### config.mk
export PLATFORM = sky130hd
export DESIGN_NAME = periph_hub
export DESIGN_NICKNAME = d
export VERILOG_FILES = /design/src/source/periph_pkg.sv /design/src/source/gpio_block.sv /design/src/source/gray_coder.sv /design/src/source/interval_timer.sv /design/src/source/periph_hub.sv /design/src/source/periph_select.sv /design/src/source/read_hold.sv
export SDC_FILE = /design/constraint.sdc
export NUM_CORES = 1
export LEC_CHECK = 0
export ABC_AREA = 1
export BUFFER_PORTS_ARGS = -buffer_cell sky130_fd_sc_hd__buf_4
export CAP_MARGIN = 20
export CORE_MARGIN = 5
export CORE_UTILIZATION = 30
export DETAILED_ROUTE_END_ITERATION = 7
export RECOVER_POWER = 50
export SETUP_SLACK_MARGIN = 0.5
export SLEW_MARGIN = 40
export SYNTH_ARGS = -nofsm -noshare
export SYNTH_HDL_FRONTEND = slang
export SYNTH_SLANG_ARGS = --single-unit
### constraint.sdc
create_clock -name clk -period 3.1 [get_ports clk]
set_input_delay 0.31 -clock clk [delete_from_list [all_inputs] [get_ports clk]]
set_output_delay 0.31 -clock clk [all_outputs]
set_load 0.05 [all_outputs]
### src/source/periph_pkg.sv
// ##############################
// Shared peripheral hub definitions: slot numbers, field widths,
// request/response structs, size codes and the write-merge helper
// ##############################

`default_nettype none

package periph_pkg;

    localparam int ADDR_W     = 11;
    localparam int DATA_W     = 32;
    localparam int OFS_W      = 6;    // Full-interface slot, 64 bytes
    localparam int BYTE_OFS_W = 4;    // Byte-interface slot, 16 bytes

    // Size codes used by write_n and read_n
    localparam logic [1:0] SIZE_BYTE = 2'd0;
    localparam logic [1:0] SIZE_HALF = 2'd1;
    localparam logic [1:0] SIZE_WORD = 2'd2;
    localparam logic [1:0] SIZE_IDLE = 2'd3;

    localparam int NUM_SLOTS  = 16;   // Per slot kind
    localparam int NUM_PINS   = 8;
    localparam int FUNC_SEL_W = 5;    // Bit 4 picks the byte space

    localparam logic [3:0] SLOT_GPIO      = 4'd1;
    localparam logic [3:0] SLOT_TIMER     = 4'd2;
    localparam logic [3:0] BYTE_SLOT_GRAY = 4'd0;

    // GPIO registers
    localparam logic [OFS_W-1:0] GPIO_OUT_OFS  = 6'h00;
    localparam logic [OFS_W-1:0] GPIO_IN_OFS   = 6'h04;
    localparam logic [OFS_W-1:0] GPIO_SEL_BASE = 6'h20;  // Pin n at base + 4n

    // Timer registers
    localparam logic [OFS_W-1:0] TIMER_LIMIT_OFS  = 6'h00;
    localparam logic [OFS_W-1:0] TIMER_COUNT_OFS  = 6'h04;
    localparam logic [OFS_W-1:0] TIMER_STATUS_OFS = 6'h08;

    // Gray coder registers
    localparam logic [BYTE_OFS_W-1:0] GRAY_VALUE_OFS = 4'h0;
    localparam logic [BYTE_OFS_W-1:0] GRAY_CODE_OFS  = 4'h1;

    typedef struct packed {
        logic [ADDR_W-1:0] addr;
        logic [DATA_W-1:0] wdata;
        logic [1:0]        write_n;
        logic [1:0]        read_n;
    } bus_req_t;

    typedef struct packed {
        logic [OFS_W-1:0]  offset;
        logic [DATA_W-1:0] wdata;
        logic [1:0]        write_n;
        logic [1:0]        read_n;
    } slot_req_t;

    typedef struct packed {
        logic [DATA_W-1:0] rdata;
        logic              ready;
    } slot_rsp_t;

    // One output byte per slot
    typedef logic [NUM_SLOTS-1:0][7:0] pin_bytes_t;

    // Merge a sized write into an existing register value
    function automatic logic [DATA_W-1:0] write_merge(
        input logic [DATA_W-1:0] old_val,
        input logic [DATA_W-1:0] new_val,
        input logic [1:0]        size
    );
        logic [DATA_W-1:0] merged;
        merged = old_val;
        case (size)
            SIZE_BYTE: merged[7:0]  = new_val[7:0];
            SIZE_HALF: merged[15:0] = new_val[15:0];
            SIZE_WORD: merged       = new_val;
            default:   merged       = old_val;
        endcase
        return merged;
    endfunction

endpackage

`default_nettype wire

### src/source/gpio_block.sv
// ##############################
// GPIO registers, function selects
// and the per-pin output mux
// ##############################

`default_nettype none

module gpio_block
    import periph_pkg::*;
(
    input  logic                clk,
    input  logic                rst_n,
    input  slot_req_t           i_req,
    input  logic [NUM_PINS-1:0] i_pins_in,
    input  pin_bytes_t          i_user_pins,
    input  pin_bytes_t          i_byte_pins,
    output slot_rsp_t           o_rsp,
    output logic [NUM_PINS-1:0] o_pins_out
);

    logic [NUM_PINS-1:0]                 gpio_out;
    logic [NUM_PINS-1:0][FUNC_SEL_W-1:0] func_sel;
    pin_bytes_t                          user_pins;
    logic                                write_req;
    logic                                sel_hit;
    logic [2:0]                          sel_idx;

    assign write_req = i_req.write_n != SIZE_IDLE;

    // Selects sit at 0x20, 0x24 .. 0x3c
    assign sel_hit = (i_req.offset & ~6'h1c) == GPIO_SEL_BASE;
    assign sel_idx = i_req.offset[4:2];

    always_ff @(posedge clk) begin
        if (!rst_n) begin
            gpio_out <= '0;
            for (int n = 0; n < NUM_PINS; n++) begin
                func_sel[n] <= {1'b0, SLOT_GPIO};  // Every pin starts on GPIO
            end
        end else if (write_req) begin
            if (i_req.offset == GPIO_OUT_OFS) begin
                gpio_out <= i_req.wdata[NUM_PINS-1:0];
            end
            if (sel_hit) begin
                func_sel[sel_idx] <= i_req.wdata[FUNC_SEL_W-1:0];
            end
        end
    end

    // Register readback
    always_comb begin
        o_rsp.ready = 1'b1;
        o_rsp.rdata = '0;
        if (i_req.offset == GPIO_OUT_OFS) begin
            o_rsp.rdata = {24'h0, gpio_out};
        end else if (i_req.offset == GPIO_IN_OFS) begin
            o_rsp.rdata = {24'h0, i_pins_in};
        end else if (sel_hit) begin
            o_rsp.rdata = {27'h0, func_sel[sel_idx]};
        end
    end

    // GPIO's own byte replaces whatever the hub placed in its slot
    always_comb begin
        user_pins            = i_user_pins;
        user_pins[SLOT_GPIO] = gpio_out;
    end

    always_comb begin
        for (int n = 0; n < NUM_PINS; n++) begin
            if (func_sel[n][4]) begin
                o_pins_out[n] = i_byte_pins[func_sel[n][3:0]][n];
            end else begin
                o_pins_out[n] = user_pins[func_sel[n][3:0]][n];
            end
        end
    end

endmodule

`default_nettype wire

### src/source/gray_coder.sv
// ##############################
// Byte peripheral with Gray-code readback
// ##############################

`default_nettype none

module gray_coder
    import periph_pkg::*;
(
    input  logic                  clk,
    input  logic                  rst_n,
    input  logic                  i_write,
    input  logic [BYTE_OFS_W-1:0] i_offset,
    input  logic [7:0]            i_wdata,
    output logic [7:0]            o_rdata,
    output logic [7:0]            o_pins
);

    logic [7:0] value;
    logic [7:0] gray;

    always_ff @(posedge clk) begin
        if (!rst_n) begin
            value <= '0;
        end else if (i_write && i_offset == GRAY_VALUE_OFS) begin
            value <= i_wdata;
        end
    end

    assign gray = value ^ (value >> 1);

    always_comb begin
        case (i_offset)
            GRAY_VALUE_OFS: o_rdata = value;
            GRAY_CODE_OFS:  o_rdata = gray;
            default:        o_rdata = 8'h0;
        endcase
    end

    assign o_pins = gray;  // Pins always show the coded value

endmodule

`default_nettype wire

### src/source/interval_timer.sv
// ##############################
// Interval timer on the full interface
// with sticky interrupt and toggle output
// ##############################

`default_nettype none

module interval_timer
    import periph_pkg::*;
(
    input  logic       clk,
    input  logic       rst_n,
    input  slot_req_t  i_req,
    output slot_rsp_t  o_rsp,
    output logic [7:0] o_pins,
    output logic       o_interrupt
);

    logic [DATA_W-1:0] limit;
    logic [DATA_W-1:0] count;
    logic              irq;
    logic              toggle;
    logic              write_req;
    logic              running;
    logic              wrap;

    assign write_req = i_req.write_n != SIZE_IDLE;
    assign running   = limit != '0;  // Stopped while limit is zero
    assign wrap      = running && count == limit;

    always_ff @(posedge clk) begin
        if (!rst_n) begin
            limit  <= '0;
            count  <= '0;
            irq    <= 1'b0;
            toggle <= 1'b0;
        end else begin
            if (wrap) begin
                count  <= '0;
                toggle <= ~toggle;
            end else if (running) begin
                count <= count + DATA_W'(1);
            end

            if (write_req) begin
                case (i_req.offset)
                    TIMER_LIMIT_OFS: begin
                        limit <= write_merge(limit, i_req.wdata, i_req.write_n);
                        count <= '0;  // Restart on a new limit
                    end
                    TIMER_COUNT_OFS:  count <= write_merge(count, i_req.wdata, i_req.write_n);
                    TIMER_STATUS_OFS: if (i_req.wdata[0]) irq <= 1'b0;
                    default: ;
                endcase
            end

            if (wrap) irq <= 1'b1;  // Event beats a clear in the same cycle
        end
    end

    always_comb begin
        o_rsp.ready = 1'b1;
        case (i_req.offset)
            TIMER_LIMIT_OFS:  o_rsp.rdata = limit;
            TIMER_COUNT_OFS:  o_rsp.rdata = count;
            TIMER_STATUS_OFS: o_rsp.rdata = {30'h0, toggle, irq};
            default:          o_rsp.rdata = '0;
        endcase
    end

    assign o_pins      = {8{toggle}};
    assign o_interrupt = irq;

endmodule

`default_nettype wire

### src/source/periph_hub.sv
// ##############################
// Peripheral hub top level: decode, read hold,
// GPIO, interval timer and Gray coder
// ##############################

`default_nettype none

module periph_hub
    import periph_pkg::*;
(
    input  logic                clk,
    input  logic                rst_n,
    input  bus_req_t            i_req,
    input  logic                i_read_complete,
    input  logic [NUM_PINS-1:0] i_pins_in,
    output logic [DATA_W-1:0]   o_data,
    output logic                o_data_ready,
    output logic [NUM_PINS-1:0] o_pins_out,
    output logic [15:2]         o_user_interrupts
);

    slot_req_t             gpio_req;
    slot_req_t             timer_req;
    slot_rsp_t             gpio_rsp;
    slot_rsp_t             timer_rsp;
    slot_rsp_t             sel_rsp;
    logic                  busy;
    logic                  gray_write;
    logic [BYTE_OFS_W-1:0] gray_offset;
    logic [7:0]            gray_wdata;
    logic [7:0]            gray_rdata;
    logic [7:0]            gray_pins;
    logic [7:0]            timer_pins;
    logic                  timer_irq;
    pin_bytes_t            user_pins;
    pin_bytes_t            byte_pins;

    periph_select u_select (
        .i_req         (i_req),
        .i_busy        (busy),
        .i_gpio_rsp    (gpio_rsp),
        .i_timer_rsp   (timer_rsp),
        .i_gray_rdata  (gray_rdata),
        .o_gpio_req    (gpio_req),
        .o_timer_req   (timer_req),
        .o_gray_write  (gray_write),
        .o_gray_offset (gray_offset),
        .o_gray_wdata  (gray_wdata),
        .o_rsp         (sel_rsp)
    );

    read_hold u_read_hold (
        .clk             (clk),
        .rst_n           (rst_n),
        .i_rsp           (sel_rsp),
        .i_read_active   (i_req.read_n != SIZE_IDLE),
        .i_write_active  (i_req.write_n != SIZE_IDLE),
        .i_read_complete (i_read_complete),
        .o_busy          (busy),
        .o_data          (o_data),
        .o_data_ready    (o_data_ready)
    );

    // Unpopulated slots drive zero, GPIO fills in its own entry
    always_comb begin
        user_pins                      = '0;
        user_pins[SLOT_TIMER]          = timer_pins;
        byte_pins                      = '0;
        byte_pins[BYTE_SLOT_GRAY]      = gray_pins;
        o_user_interrupts              = '0;
        o_user_interrupts[SLOT_TIMER]  = timer_irq;  // Line 2
    end

    gpio_block u_gpio (
        .clk         (clk),
        .rst_n       (rst_n),
        .i_req       (gpio_req),
        .i_pins_in   (i_pins_in),
        .i_user_pins (user_pins),
        .i_byte_pins (byte_pins),
        .o_rsp       (gpio_rsp),
        .o_pins_out  (o_pins_out)
    );

    interval_timer u_timer (
        .clk         (clk),
        .rst_n       (rst_n),
        .i_req       (timer_req),
        .o_rsp       (timer_rsp),
        .o_pins      (timer_pins),
        .o_interrupt (timer_irq)
    );

    gray_coder u_gray (
        .clk      (clk),
        .rst_n    (rst_n),
        .i_write  (gray_write),
        .i_offset (gray_offset),
        .i_wdata  (gray_wdata),
        .o_rdata  (gray_rdata),
        .o_pins   (gray_pins)
    );

endmodule

`default_nettype wire

### src/source/periph_select.sv
// ##############################
// Address decode, per-slot request masking
// and response mux
// ##############################

`default_nettype none

module periph_select
    import periph_pkg::*;
(
    input  bus_req_t              i_req,
    input  logic                  i_busy,
    input  slot_rsp_t             i_gpio_rsp,
    input  slot_rsp_t             i_timer_rsp,
    input  logic [7:0]            i_gray_rdata,
    output slot_req_t             o_gpio_req,
    output slot_req_t             o_timer_req,
    output logic                  o_gray_write,
    output logic [BYTE_OFS_W-1:0] o_gray_offset,
    output logic [7:0]            o_gray_wdata,
    output slot_rsp_t             o_rsp
);

    logic       byte_space;
    logic [3:0] full_slot;
    logic [3:0] byte_slot;
    slot_req_t  fwd_req;
    slot_req_t  idle_req;

    assign byte_space = i_req.addr[10];
    assign full_slot  = i_req.addr[9:6];
    assign byte_slot  = i_req.addr[7:4];

    always_comb begin
        fwd_req.offset  = i_req.addr[OFS_W-1:0];
        fwd_req.wdata   = i_req.wdata;
        fwd_req.write_n = i_req.write_n;
        fwd_req.read_n  = i_req.read_n | {2{i_busy}};  // No repeat read while held
        idle_req         = fwd_req;
        idle_req.write_n = SIZE_IDLE;
        idle_req.read_n  = SIZE_IDLE;
    end

    assign o_gpio_req  = (!byte_space && full_slot == SLOT_GPIO) ? fwd_req : idle_req;
    assign o_timer_req = (!byte_space && full_slot == SLOT_TIMER) ? fwd_req : idle_req;

    // Byte slots only see writes, reads are plain muxing
    assign o_gray_write  = byte_space && byte_slot == BYTE_SLOT_GRAY
                           && i_req.write_n != SIZE_IDLE;
    assign o_gray_offset = i_req.addr[BYTE_OFS_W-1:0];
    assign o_gray_wdata  = i_req.wdata[7:0];

    always_comb begin
        o_rsp.rdata = '0;  // Empty slots read zero
        o_rsp.ready = 1'b1;
        if (byte_space) begin
            if (byte_slot == BYTE_SLOT_GRAY) begin
                o_rsp.rdata = {24'h0, i_gray_rdata};
            end
        end else begin
            case (full_slot)
                SLOT_GPIO:  o_rsp = i_gpio_rsp;
                SLOT_TIMER: o_rsp = i_timer_rsp;
                default:    ;
            endcase
        end
    end

endmodule

`default_nettype wire

### src/source/read_hold.sv
// ##############################
// Registered read data with hold
// until the core completes the read
// ##############################

`default_nettype none

module read_hold
    import periph_pkg::*;
(
    input  logic              clk,
    input  logic              rst_n,
    input  slot_rsp_t         i_rsp,
    input  logic              i_read_active,
    input  logic              i_write_active,
    input  logic              i_read_complete,
    output logic              o_busy,
    output logic [DATA_W-1:0] o_data,
    output logic              o_data_ready
);

    logic              hold;
    logic              ready_q;
    logic              capture;
    logic [DATA_W-1:0] data_q;

    assign capture = !hold && i_rsp.ready && i_read_active;

    always_ff @(posedge clk) begin
        if (!rst_n) begin
            hold    <= 1'b0;
            ready_q <= 1'b0;
        end else begin
            if (i_read_complete) hold <= 1'b0;
            if (capture) hold <= 1'b1;  // A new capture wins over completion
            ready_q <= i_read_active && i_rsp.ready;
        end
    end

    always_ff @(posedge clk) begin
        if (capture) data_q <= i_rsp.rdata;
    end

    assign o_busy       = hold;
    assign o_data       = data_q;
    assign o_data_ready = ready_q || i_write_active;  // Writes ack at once

endmodule

`default_nettype wire

Word level (Yosys, flattened, before mapping)
Index checks and enable logic that the tools add are counted.
{"block": "op_classes", "n_addsub": 1, "n_lt_le_gt_ge": 10, "mux": 69, "reduce_logical": 31, "bitwise_logic": 3, "n_eq_ne": 17}
{"operator": "8-bit binary-select mux with 4-bit select", "count": 16}
{"operator": "32-bit 2-to-1 mux", "count": 6}
{"operator": "32-bit one-hot mux with 3 select lines", "count": 1}
{"operator": "33-bit one-hot mux with 2 select lines", "count": 1}
{"operator": "32-bit one-hot mux with 2 select lines", "count": 1}
{"operator": "40-bit bitwise mux", "count": 1}
{"operator": "4-bit by 5-bit < comparator with 1-bit output, second input constant", "count": 8}
{"operator": "8-bit 2-to-1 mux", "count": 5}
{"operator": "32-bit by 1-bit adder with 32-bit output, second input constant", "count": 1}
{"operator": "32-bit == test", "count": 1}
{"operator": "32-bit nonzero test", "count": 1}
{"operator": "5-bit 2-to-1 mux", "count": 5}
{"operator": "1-bit 2-to-1 mux", "count": 17}
{"operator": "16-bit 2-to-1 mux", "count": 1}
{"operator": "4-bit 2-to-1 mux", "count": 4}
{"operator": "8-bit one-hot mux with 2 select lines", "count": 1}
{"operator": "5-bit binary-select mux with 3-bit select", "count": 1}
{"operator": "5-bit demux with 3-bit select", "count": 1}
{"operator": "7-bit 2-to-1 mux", "count": 2}
{"operator": "6-bit by 3-bit == test with 1-bit output, second input constant", "count": 2}
{"operator": "6-bit logical NOT", "count": 2}
{"operator": "6-bit 2-to-1 mux", "count": 2}
{"operator": "3-bit AND reduction", "count": 4}
{"operator": "1-bit logical AND", "count": 10}
{"operator": "23 further kinds", "count": 37}
{"block": "word_totals", "output_inout_bits": 55, "word_cells": 152, "in_bits": 58, "ff_bits": 156}

Longest topological paths before layout
Gate-level depths: netlist (run 1).
{"block": "depth", "ltp_word": 10, "depth_mapped": 15, "ltp_nobuf": 14}

By module
Synthesis (run 1) repeated with hierarchy kept, for this count alone.
{"block": "hier_totals", "cells_unflattened": 2040, "hier_area_um2": 12748.5}
{"mod": "gpio_block", "instances": 1, "seq_area_each_um2": 960.9, "cells_per_inst": 933, "area_each_um2": 4966.0}
{"mod": "interval_timer", "instances": 1, "seq_area_each_um2": 1321.3, "cells_per_inst": 719, "area_each_um2": 4663.2}
{"mod": "periph_select", "instances": 1, "seq_area_each_um2": 0.0, "cells_per_inst": 231, "area_each_um2": 1341.3}
{"mod": "read_hold", "instances": 1, "seq_area_each_um2": 1001.0, "cells_per_inst": 44, "area_each_um2": 1052.3}
{"mod": "gray_coder", "instances": 1, "seq_area_each_um2": 160.2, "cells_per_inst": 96, "area_each_um2": 609.3}
{"mod": "periph_hub", "instances": 1, "seq_area_each_um2": 0.0, "cells_per_inst": 17, "area_each_um2": 116.4}

Worst setup path after synthesis (run 1)
Ideal clock, no wire load.
{"block": "synth_path", "kind": "in2reg", "from": "input port i_req[45] in the netlist's numbering", "to": "register u_timer.limit[25]", "t_required_ns": 2.984, "stages": 14, "setup_slack_ns": 0.712, "n_path_buf": 1, "setup_ns": 0.116, "arrival_ns": 2.272, "path_cell_list": "or2_1 > nor3_1 > inv_1 > nor2_1 > inv_1 > or2_2 > ha_1 > nor2_8 > inv_4 > nor2_8 > inv_2 > buf_6 > o21ai_1 > a21oi_1"}
{"block": "synth_between", "elab_chain_cells": 5, "word_cells_on_any_way": 6, "cone_classes": "eq/ne: 3; mux: 1; reduce/logical: 2"}
{"element": "start, declared", "line": "periph_hub.sv:13", "rtl": "input bus_req_t i_req,"}
{"element": "4-bit by 2-bit == test with 1-bit output *", "line": "periph_select.sv:45", "rtl": "assign o_timer_req = (!byte_space && full_slot == SLOT_TIMER) ? fwd_req : idle_req;"}
{"element": "1-bit logical AND *", "line": "periph_select.sv:45"}
{"element": "4-bit 2-to-1 mux *", "line": "periph_select.sv:45"}
{"element": "2-bit == test or 2-bit inequality test (tied branches)", "line": "periph_pkg.sv:73, interval_timer.sv:27"}
{"element": "3-bit AND reduction (no line) *"}
{"element": "end signal, assigned", "line": "interval_timer.sv:48", "rtl": "limit <= write_merge(limit, i_req.wdata, i_req.write_n);"}
{"element": "end, declared", "line": "interval_timer.sv:19", "rtl": "logic [DATA_W-1:0] limit;"}
Every way passes the cells marked *; elsewhere a longest branch is shown, timed or not.
A chain may end at the register's enable or synchronous reset.

Final worst setup path (run 1)
{"block": "layout_path", "from": "input port i_req[40] in the netlist's numbering", "to": "register u_gpio.gpio_out[6]"}
{"block": "layout_between", "elab_chain_cells": 2}
{"element": "6-bit logical NOT", "line": "gpio_block.sv:41", "rtl": "if (i_req.offset == GPIO_OUT_OFS) begin"}
{"element": "2-bit AND reduction (no line)"}
{"element": "end signal, assigned", "line": "gpio_block.sv:42", "rtl": "gpio_out <= i_req.wdata[NUM_PINS-1:0];"}
{"element": "end, declared", "line": "gpio_block.sv:21", "rtl": "logic [NUM_PINS-1:0] gpio_out;"}
No other way between the ends.

==> impl_metrics.yaml, run 1 <==
status:
  status: "finished with violations"
  violations: "capacitance limit, slew limit"
timing:
  final.period_utilization: 0.8100
  finalSetupViolCount: 0
  fin_setup_tns_ns: 0
  fmax_mhz: 398.3
  worst_slew_pin_slew_ns: 1.972
  period_needed_ns: 2.511
  max-slew-margin-rel: -0.3143
  slew_viol_final: 34
  final_hold_viol_count: 0
  rsz0062_at_grt: "yes"
  clock_skew_ns: 0.01311
logic_synthesis:
  synth_area_per_cell_um2: 7.191
  synth_top_family_by_area: "simple AND/OR/NAND/NOR gates"
  ys_seq_area_frac: 0.3822
  yosysWarnings: 0
  syn_inst: 1253
  synth-main-ff-cell: "dfxtp_1"
  syn-cell-area_mm2: 0.009010
  synth-async-reset-ratio: 0
  synthSimpleGateAreaFrac: 0.2472
  synth_top_cell_area_share: 0.2755
  synth-xor-area-share: 0.03111
  yosysTopAreaCell: "dfxtp_1"
  synth_compound_area_frac: 0.2264
  synthAdderAreaFrac: 0.004166
  post_synth_mux_area_share: 0
  synth_edf_count: 32
  netlist_top_cells_area: "dfxtp_1 28%, edfxtp_1 11%, nand2_1 8.7%"
  synth-seq-cells: 156
  synth_cell_types: 56
floorplanning:
  io-pin-count: 113
  die_h_um: 183.3
  initial_core_util: 0.3040
  die_x_um: 183.3
  core_mm2: 0.02964
  std_cell_rows: 63
  dieArea_mm2: 0.03360
clock_tree:
  clock-root-buffer: "clkbuf_16"
  cts_buffers: 17
  clock_path_buffers: 2
  cts_tree: "built"
  h-tree-depth: 4
  cts_hold_buffers: 0
  clk_latency_ns: 0.44
  cts.sinks: 156
  clkTransAtPathRegs_ns: 0.07
power_and_ir_drop:
  power_mw: 4.655
  ir_drop_mv: 0.3049
  leakage_nw: 4.112
  powerDensity_mw_per_mm2: 449.5
job:
  max_cap_viol_count: 1
critical_path:
  worst_ep_arrival_time_ns: 2.88
  critPathCaptureType: "register"
  crit_path_start_kind: "primary input"
  worst-setup-path-type: "primary input to register"
  crit_fanout: 39
  worstPathRequired_ns: 3.47
global_routing:
  antenna_found_initial: 0
  grt_max_degree: 80
  grt-busiest-layer: "met2"
  grt_usage: 0.1708
  grt.overflow.total: 0
  grt_pass1_wl_um: 45890
  use_met3: 0.02856
  grt_use_met1: 0.2229
  first_global_vias: 8372
  met2_usage: 0.2876
detailed_routing:
  via_count: 8828
  postRouteAntennaNets: 0
  routed_via_density: 5.115
  drt_iter0_markers: 789
  drc: 0
  wl_per_cell_um: 17.19
  wirelength_um: 29670
  drt_pre_antenna_iters: 6
place:
  io_buffer_count: 99
  finalWeightedCongestion: 0.9432
  hpwl_um: 21550
layout:
  fillers: 3195
  antenna_cells: 0
  drive_above_1_share: 0.1063
  area_growth_pct: 14.94
  mostFrequentLayoutCells: "211 x nand2_1, 166 x nor2_1, 131 x inv_1"
  final_nets: 1384
  final_common_cell: "nand2_1"
hold_path:
  hold_class: "primary input to register"
per-layer routing:
layer  vias up  part of all wire
met4         0             0.025
li1       4359                 -
met2       334              0.47
met5         -                 0
met3        49             0.066
met1      4086              0.43
synthesized netlist by cell type (3+ instances only):
library cell,n
o211ai_1,16
o21ai_1,14
nand2_1,210
ha_1,3
nand4_1,16
o21ai_0,130
edfxtp_1,32
a22oi_1,26
inv_4,4
o22ai_1,8
xor2_1,24
inv_2,5
buf_4,16
nor3_2,4
xnor2_1,8
buf_2,14
o221ai_1,13
clkinv_1,4
nor2_4,5
dfxtp_1,124
nor2_8,4
nor3_1,16
inv_1,130
o32ai_1,4
a21oi_1,119
nand2_4,3
nor2_1,166
a211oi_1,13
or2_2,3
clkbuf_1,22
nand3b_1,4
nand3_1,44
buf_6,9
clkbuf_2,8
nand3_2,5
report_power, final:
group / leakage (nW) / internal (mW) / switching [mW] / total [mW]
registers: 1.33 / 2.11 / 0.0101 / 2.12
clock network: 0.282 / 1.13 / 1.00 / 2.13
logic: 2.50 / 0.0923 / 0.318 / 0.410
worst max-delay path, stage by stage:
cell and delay, ns:
buf_4 0.15, clkinvlp_2 0.27, nand2_1 0.22, nor2_8 0.16
clkbuf_2 0.80, nand2_1 0.41, inv_1 0.29, o21ai_0 0.11
a21oi_1 0.15
worst paths after layout:
path | endpoint | slack [ns] | startpoint | cells past startpoint
worst max register to register | u_timer.count[31] | 0.67 | u_timer.limit[21] | 11
worst max-delay path | u_gpio.gpio_out[6] | 0.59 | i_req[40] | 9
worst min-delay path | u_read_hold.ready_q | 0.08 | i_req[1] | 2
worst min register to register | u_gpio.func_sel[37] | 0.48 | u_gpio.func_sel[37] | 2
cells by family (layout without fill, tap and decap cells):
group	Yosys count	in the layout
simple gates	491	492
buf+inv	214	284
xor+xnor	32	32
other cells	1	13
compound gates	356	356
fa+ha+maj	3	3
flops	156	156
state kept, by name (all words and copies together), names as in the netlist:
| name | count |
|---|---|
| u_timer.limit | 32 |
| u_read_hold.o_busy | 1 |
| u_gpio.func_sel | 40 |
| u_gray.value | 8 |
| u_timer.o_interrupt | 1 |
| u_timer.count | 32 |
| u_timer.toggle | 1 |
| u_gpio.gpio_out | 8 |
| u_read_hold.o_data | 32 |
| u_read_hold.ready_q | 1 |
what timing repair did:
item | 4_1_cts | 5_1_grt
endpoints found under the setup margin | 0 | 29
endpoints found under the hold margin | 0 | 0
buffers inserted | 0 | 0
gates resized for setup | 0 | 3
through the flow:
stage	std cells	cell area (µm²)	worst slack, ns	utilization	hold WS, ns
final	1726	10360	0.5890	0.3494	0.07528
after global routing	1726	10360	0.4002	0.3494	0.09643
after CTS	1725	10530	0.5702	0.3552	0.06787
after detailed placement	1693	9945	0.1307	0.3355	0.4661
after global placement	1693	9943	0.1910	0.3355	0.4577
after floorplan	1265	9055	0.7117	-	0.4018
final cells by class:
class	instances	area, µm²	share of cell area
Tap cell	390	488.0	0.04712
Clock inverter	13	118.9	0.01148
Inverter	145	564.3	0.05449
Clock buffer	19	464.2	0.04482
Multi-Input combinational cell	896	4608	0.4450
Sequential cell	156	3443	0.3325
Timing Repair Buffer	107	669.4	0.06464
Power figures use the tool's default switching activity.
==> run 2, diff against run 1 <==
- clock period: 3.1 -> 2.1 ns (I/O delays scaled with it)
==> impl_metrics.yaml, run 2 (synthesized netlist as in run 1, its figures left out) <==
power_and_ir_drop:
  p_seq_frac: 0.433
  clkPwrFrac: 0.472
  p_comb_frac: 0.095
  powerDensity_mw_per_mm2: 566.2
  leakage_nw: 4.929
  power.net_switching_mw: 1.959
  swShare: 0.2732
  internal_power_mw: 5.211
  power_mw: 7.170
  ir_drop_mv: 0.5060
critical_path:
  critPathCaptureType: "primary output"
  worst_ep_arrival_time_ns: 1.74
  crit_fanout: 5
  cpMostUsedCell: "buf_6"
  worstPathRequired_ns: 1.89
  crit_path_start_kind: "register"
  slowest_delay_ns: 0.34
  r2r_cells: 12
  cp_cell_sequence: "clkinvlp_4, buf_6, o22ai_2, nand2_2, a211oi_4, buf_6"
  critPathSlowestCell: "dfxtp_2"
  worst-setup-path-type: "register to primary output"
hold_path:
  hold_class: "primary input to register"
  hold_depth: 3
detailed_routing:
  routed_via_density: 5.192
  drt_iter0_markers: 885
  via_count: 9543
  drt_pre_antenna_iters: 5
  wirelength_um: 33150
  postRouteAntennaNets: 0
  wl_per_cell_um: 18.04
  drc: 0
floorplanning:
  die_x_um: 183.3
  io-pin-count: 113
  dieArea_mm2: 0.03360
  initial_core_util: 0.3040
  die_h_um: 183.3
  core_mm2: 0.02964
  std_cell_rows: 63
layout:
  instances_no_fill: 1838
  utilization: 0.4273
  mostFrequentLayoutCells: "178 x nand2_1, 126 x inv_1, 124 x buf_4"
  regMostFlops: "u_gpio.func_sel"
  final_common_cell: "nand2_1"
  largest_register_ffs: 40
  area_growth_pct: 40.55
  antenna_cells: 0
  final_nets: 1496
  drive_above_1_share: 0.3280
  design_area_mm2: 0.01266
place:
  io_buffer_count: 99
  placed_area_mm2: 0.01065
  finalWeightedCongestion: 0.9449
  placed_cells: 1767
  hpwl_um: 23030
  dp_slack_ns: -0.1168
global_routing:
  grt.overflow.total: 0
  grt_pass1_wl_um: 49460
  antenna_found_initial: 0
  grt_usage: 0.1853
  grt_max_degree: 40
  first_global_vias: 8961
timing:
  setup_ws_ns: 0.1453
  fmax_mhz: 511.6
  fin_setup_tns_ns: 0
  period_needed_ns: 1.955
  hold-worst-slack_ns: 0.01095
  worst_slew_pin_slew_ns: 0.9566
  max-slew-margin-rel: 0.3623
  final.period_utilization: 0.9308
  slew_viol_final: 0
  finalSetupViolCount: 0
  clock_skew_ns: 0.01373
  rsz0062_at_grt: "yes"
  final_hold_viol_count: 0
clock_tree:
  clock_path_buffers: 2
  cts_buffers: 17
  h-tree-depth: 4
  clock-root-buffer: "clkbuf_16"
  cts.sinks: 156
  clkTransAtPathRegs_ns: 0.07
  cts_tree: "built"
  clk_latency_ns: 0.44
status:
  status: "finished, final reports clean"
job:
  max_cap_viol_count: 0
==> run 2: critical path: cells and delay by family, from the launching register on <==
kind,cells,cell delay (ns)
and+or+nand+nor,1,0.09
AOI/OAI and AO/OA,2,0.42
DFF,1,0.34
buffers and inverters,3,0.47
==> run 2: power groups by stage <==
stage	Clock (mW)	Sequential (mW)	Combinational, mW
after floorplan	0	3.35	0.267
after global placement	0	3.19	0.681
after detailed placement	0	3.19	0.682
after CTS	3.42	3.12	0.707
after global routing	3.54	3.11	0.719
final	3.38	3.11	0.683
==> run 2: timing repair <==
action | in CTS | in global routing
hold buffers | 3 | 0
resized for setup | 154 | 195
endpoints found under the setup margin | 66 | 112
endpoints found under the hold margin | 2 | 0
pin swaps | 40 | 49
setup buffers | 19 | 11
gates cloned | 5 | 1
==> run 2: worst paths after layout <==
check                       from                  end  slack, ns
min                    i_req[16]    u_timer.limit[12]       0.01
min reg2reg  u_gpio.func_sel[33]  u_gpio.func_sel[33]       0.49
max               u_timer.toggle        o_pins_out[0]       0.15
max reg2reg    u_timer.limit[26]    u_timer.count[13]       0.22
==> run 2: area by class of cell <==
cell class                      count  area, µm²
Fill cell                        2991      16980
Multi-Input combinational cell    897       5624
Sequential cell                   156       3533
Timing Repair Buffer              215       1749
Inverter                          145      586.8
Clock buffer                       22      528.0
Tap cell                          390      488.0
Clock inverter                     10      112.6
Timing Repair inverter              3      41.29
==> run 2: routing by layer <==
metal	global-route usage	vias to the layer above	wire length, µm
met5	0	-	0
met4	0.05483	0	930
met3	0.02916	73	1876
met2	0.3242	371	16470
met1	0.2359	4539	13880
li1	-	4560	-
==> run 3, diff against run 2 <==
- clock period: 2.1 -> 2.2 ns (I/O delays scaled with it)
==> impl_metrics.yaml, run 3 (synthesized netlist as in run 1, its figures left out) <==
critical_path:
  slowest_delay_ns: 0.29
  crit_fanout: 7
  worst-setup-path-type: "primary input to register"
  crit_family: "simple AND/OR/NAND/NOR gates"
  cp.buffers_inverters: 6
  crit_path_start_kind: "primary input"
  critPathSlowestCell: "or2_0"
  worst_ep_arrival_time_ns: 2.37
  critPathCaptureType: "register"
  cp_cell_sequence: "buf_6, or2_0, nor3_2, inv_1, nor2_1, inv_1, or2_4, ha_4, buf_4, nor2_4, buf_12, buf_4, o21ai_1, a21oi_2"
  worstPathRequired_ns: 2.56
detailed_routing:
  wirelength_um: 33140
  wl_per_cell_um: 18.11
  routed_via_density: 5.226
  postRouteAntennaNets: 0
  drt_iter0_markers: 745
  drc: 0
  drt_pre_antenna_iters: 7
  via_count: 9563
timing:
  rsz0062_at_grt: "yes"
  fin_setup_tns_ns: 0
  finalSetupViolCount: 0
  fmax_mhz: 497.5
  worst_slew_pin_slew_ns: 1.109
  max-slew-margin-rel: 0.2608
  final_hold_viol_count: 0
  clock_skew_ns: 0.01611
  period_needed_ns: 2.010
  slew_viol_final: 0
  final.period_utilization: 0.9137
power_and_ir_drop:
  leakage_nw: 4.962
  ir_drop_mv: 0.5275
  powerDensity_mw_per_mm2: 509.7
global_routing:
  grt_usage: 0.1823
  grt_max_degree: 42
  antenna_found_initial: 0
  grt_pass1_wl_um: 48180
  first_global_vias: 8787
  grt.overflow.total: 0
layout:
  multi_input_area_mm2: 0.005645
  area_growth_pct: 39.73
  regMostFlops: "u_gpio.func_sel"
  final_common_cell: "nand2_1"
  final_nets: 1488
  ff_latch_area_mm2: 0.003588
  fillers: 2989
  drive_above_1_share: 0.3458
  mostFrequentLayoutCells: "169 x nand2_1, 123 x nor2_1, 120 x buf_4"
  design_area_mm2: 0.01259
  largest_register_ffs: 40
  antenna_cells: 0
job:
  max_cap_viol_count: 0
place:
  hpwl_um: 22670
  io_buffer_count: 99
  placed_area_mm2: 0.01044
  finalWeightedCongestion: 0.8921
floorplanning:
  die_h_um: 183.3
  io-pin-count: 113
  initial_core_util: 0.3040
  core_mm2: 0.02964
  dieArea_mm2: 0.03360
  std_cell_rows: 63
  die_x_um: 183.3
clock_tree:
  clock-root-buffer: "clkbuf_16"
  clock_path_buffers: 2
  cts.sinks: 156
  cts_tree: "built"
  clkTransAtPathRegs_ns: 0.07
  cts_buffers: 17
  h-tree-depth: 4
  clk_latency_ns: 0.45
hold_path:
  hold_class: "primary input to register"
status:
  status: "finished, final reports clean"
[run 3: per-layer routing]
metal	part of all wire	routed length [µm]	track usage
met1	0.41	13620	0.2346
met2	0.49	16390	0.3147
met3	0.072	2399	0.03511
met4	0.022	724	0.04678
met5	0	0	0
[run 3: worst register-to-register path: stages, from the launching register on]
cell     delay [ns]
dfxtp_4        0.39
nand3_1        0.16
nor2_4         0.19
nand3_1        0.19
inv_1          0.11
nand2_1        0.15
nor2_1         0.21
nand2_1        0.08
nand2_1        0.10
nand3_4        0.07
a21oi_2        0.12
[run 3: cell type report]
type | count | area share
multi-input cells | 896 | 0.4484
flip-flops and latches | 156 | 0.2850
repair buffers | 209 | 0.1348
inverters | 145 | 0.04760
clock buffers | 23 | 0.03886
well taps | 390 | 0.03876
clock inverters | 9 | 0.004770
repair inverters | 2 | 0.001789
[run 3: power breakdown]
group	switching (mW)	internal [mW]	total [mW]
Combinational	0.482	0.161	0.644
Sequential	0.0147	2.93	2.94
Clock	1.26	1.57	2.83
Total	1.76	4.66	6.42
[run 3: final timing paths]
check	startpoint	endpoint	slack (ns)	cells past startpoint
max	i_req[45]	u_timer.count[14]	0.19	14
min	i_req[13]	u_timer.limit[9]	0.008	3
max reg2reg	u_timer.count[1]	u_timer.count[29]	0.36	10
min reg2reg	u_gpio.func_sel[32]	u_gpio.func_sel[32]	0.48	2
[run 3: repair_timing]
item                                   CTS  global route
setup endpoints to repair               66            94
buffers inserted                        16            31
endpoints found under the hold margin    2             0
resized for setup                      108           300
pin swaps                               40           102
cloned                                   2             3
hold buffers                             3             0
[run 3: through the flow]
step	total power [mW]	utilization	cells	hold slack, ns	setup WS, ns
finish	6.417	0.4248	1830	0.008226	0.1898
global route	6.604	0.4248	1830	0.001765	0.07023
CTS	6.526	0.3905	1796	0.009370	0.2139
detailed placement	3.697	0.3524	1743	0.4415	-0.07481
global placement	3.696	0.3524	1743	0.4316	-0.03711
floorplan	3.452	-	1265	0.3118	0.1493
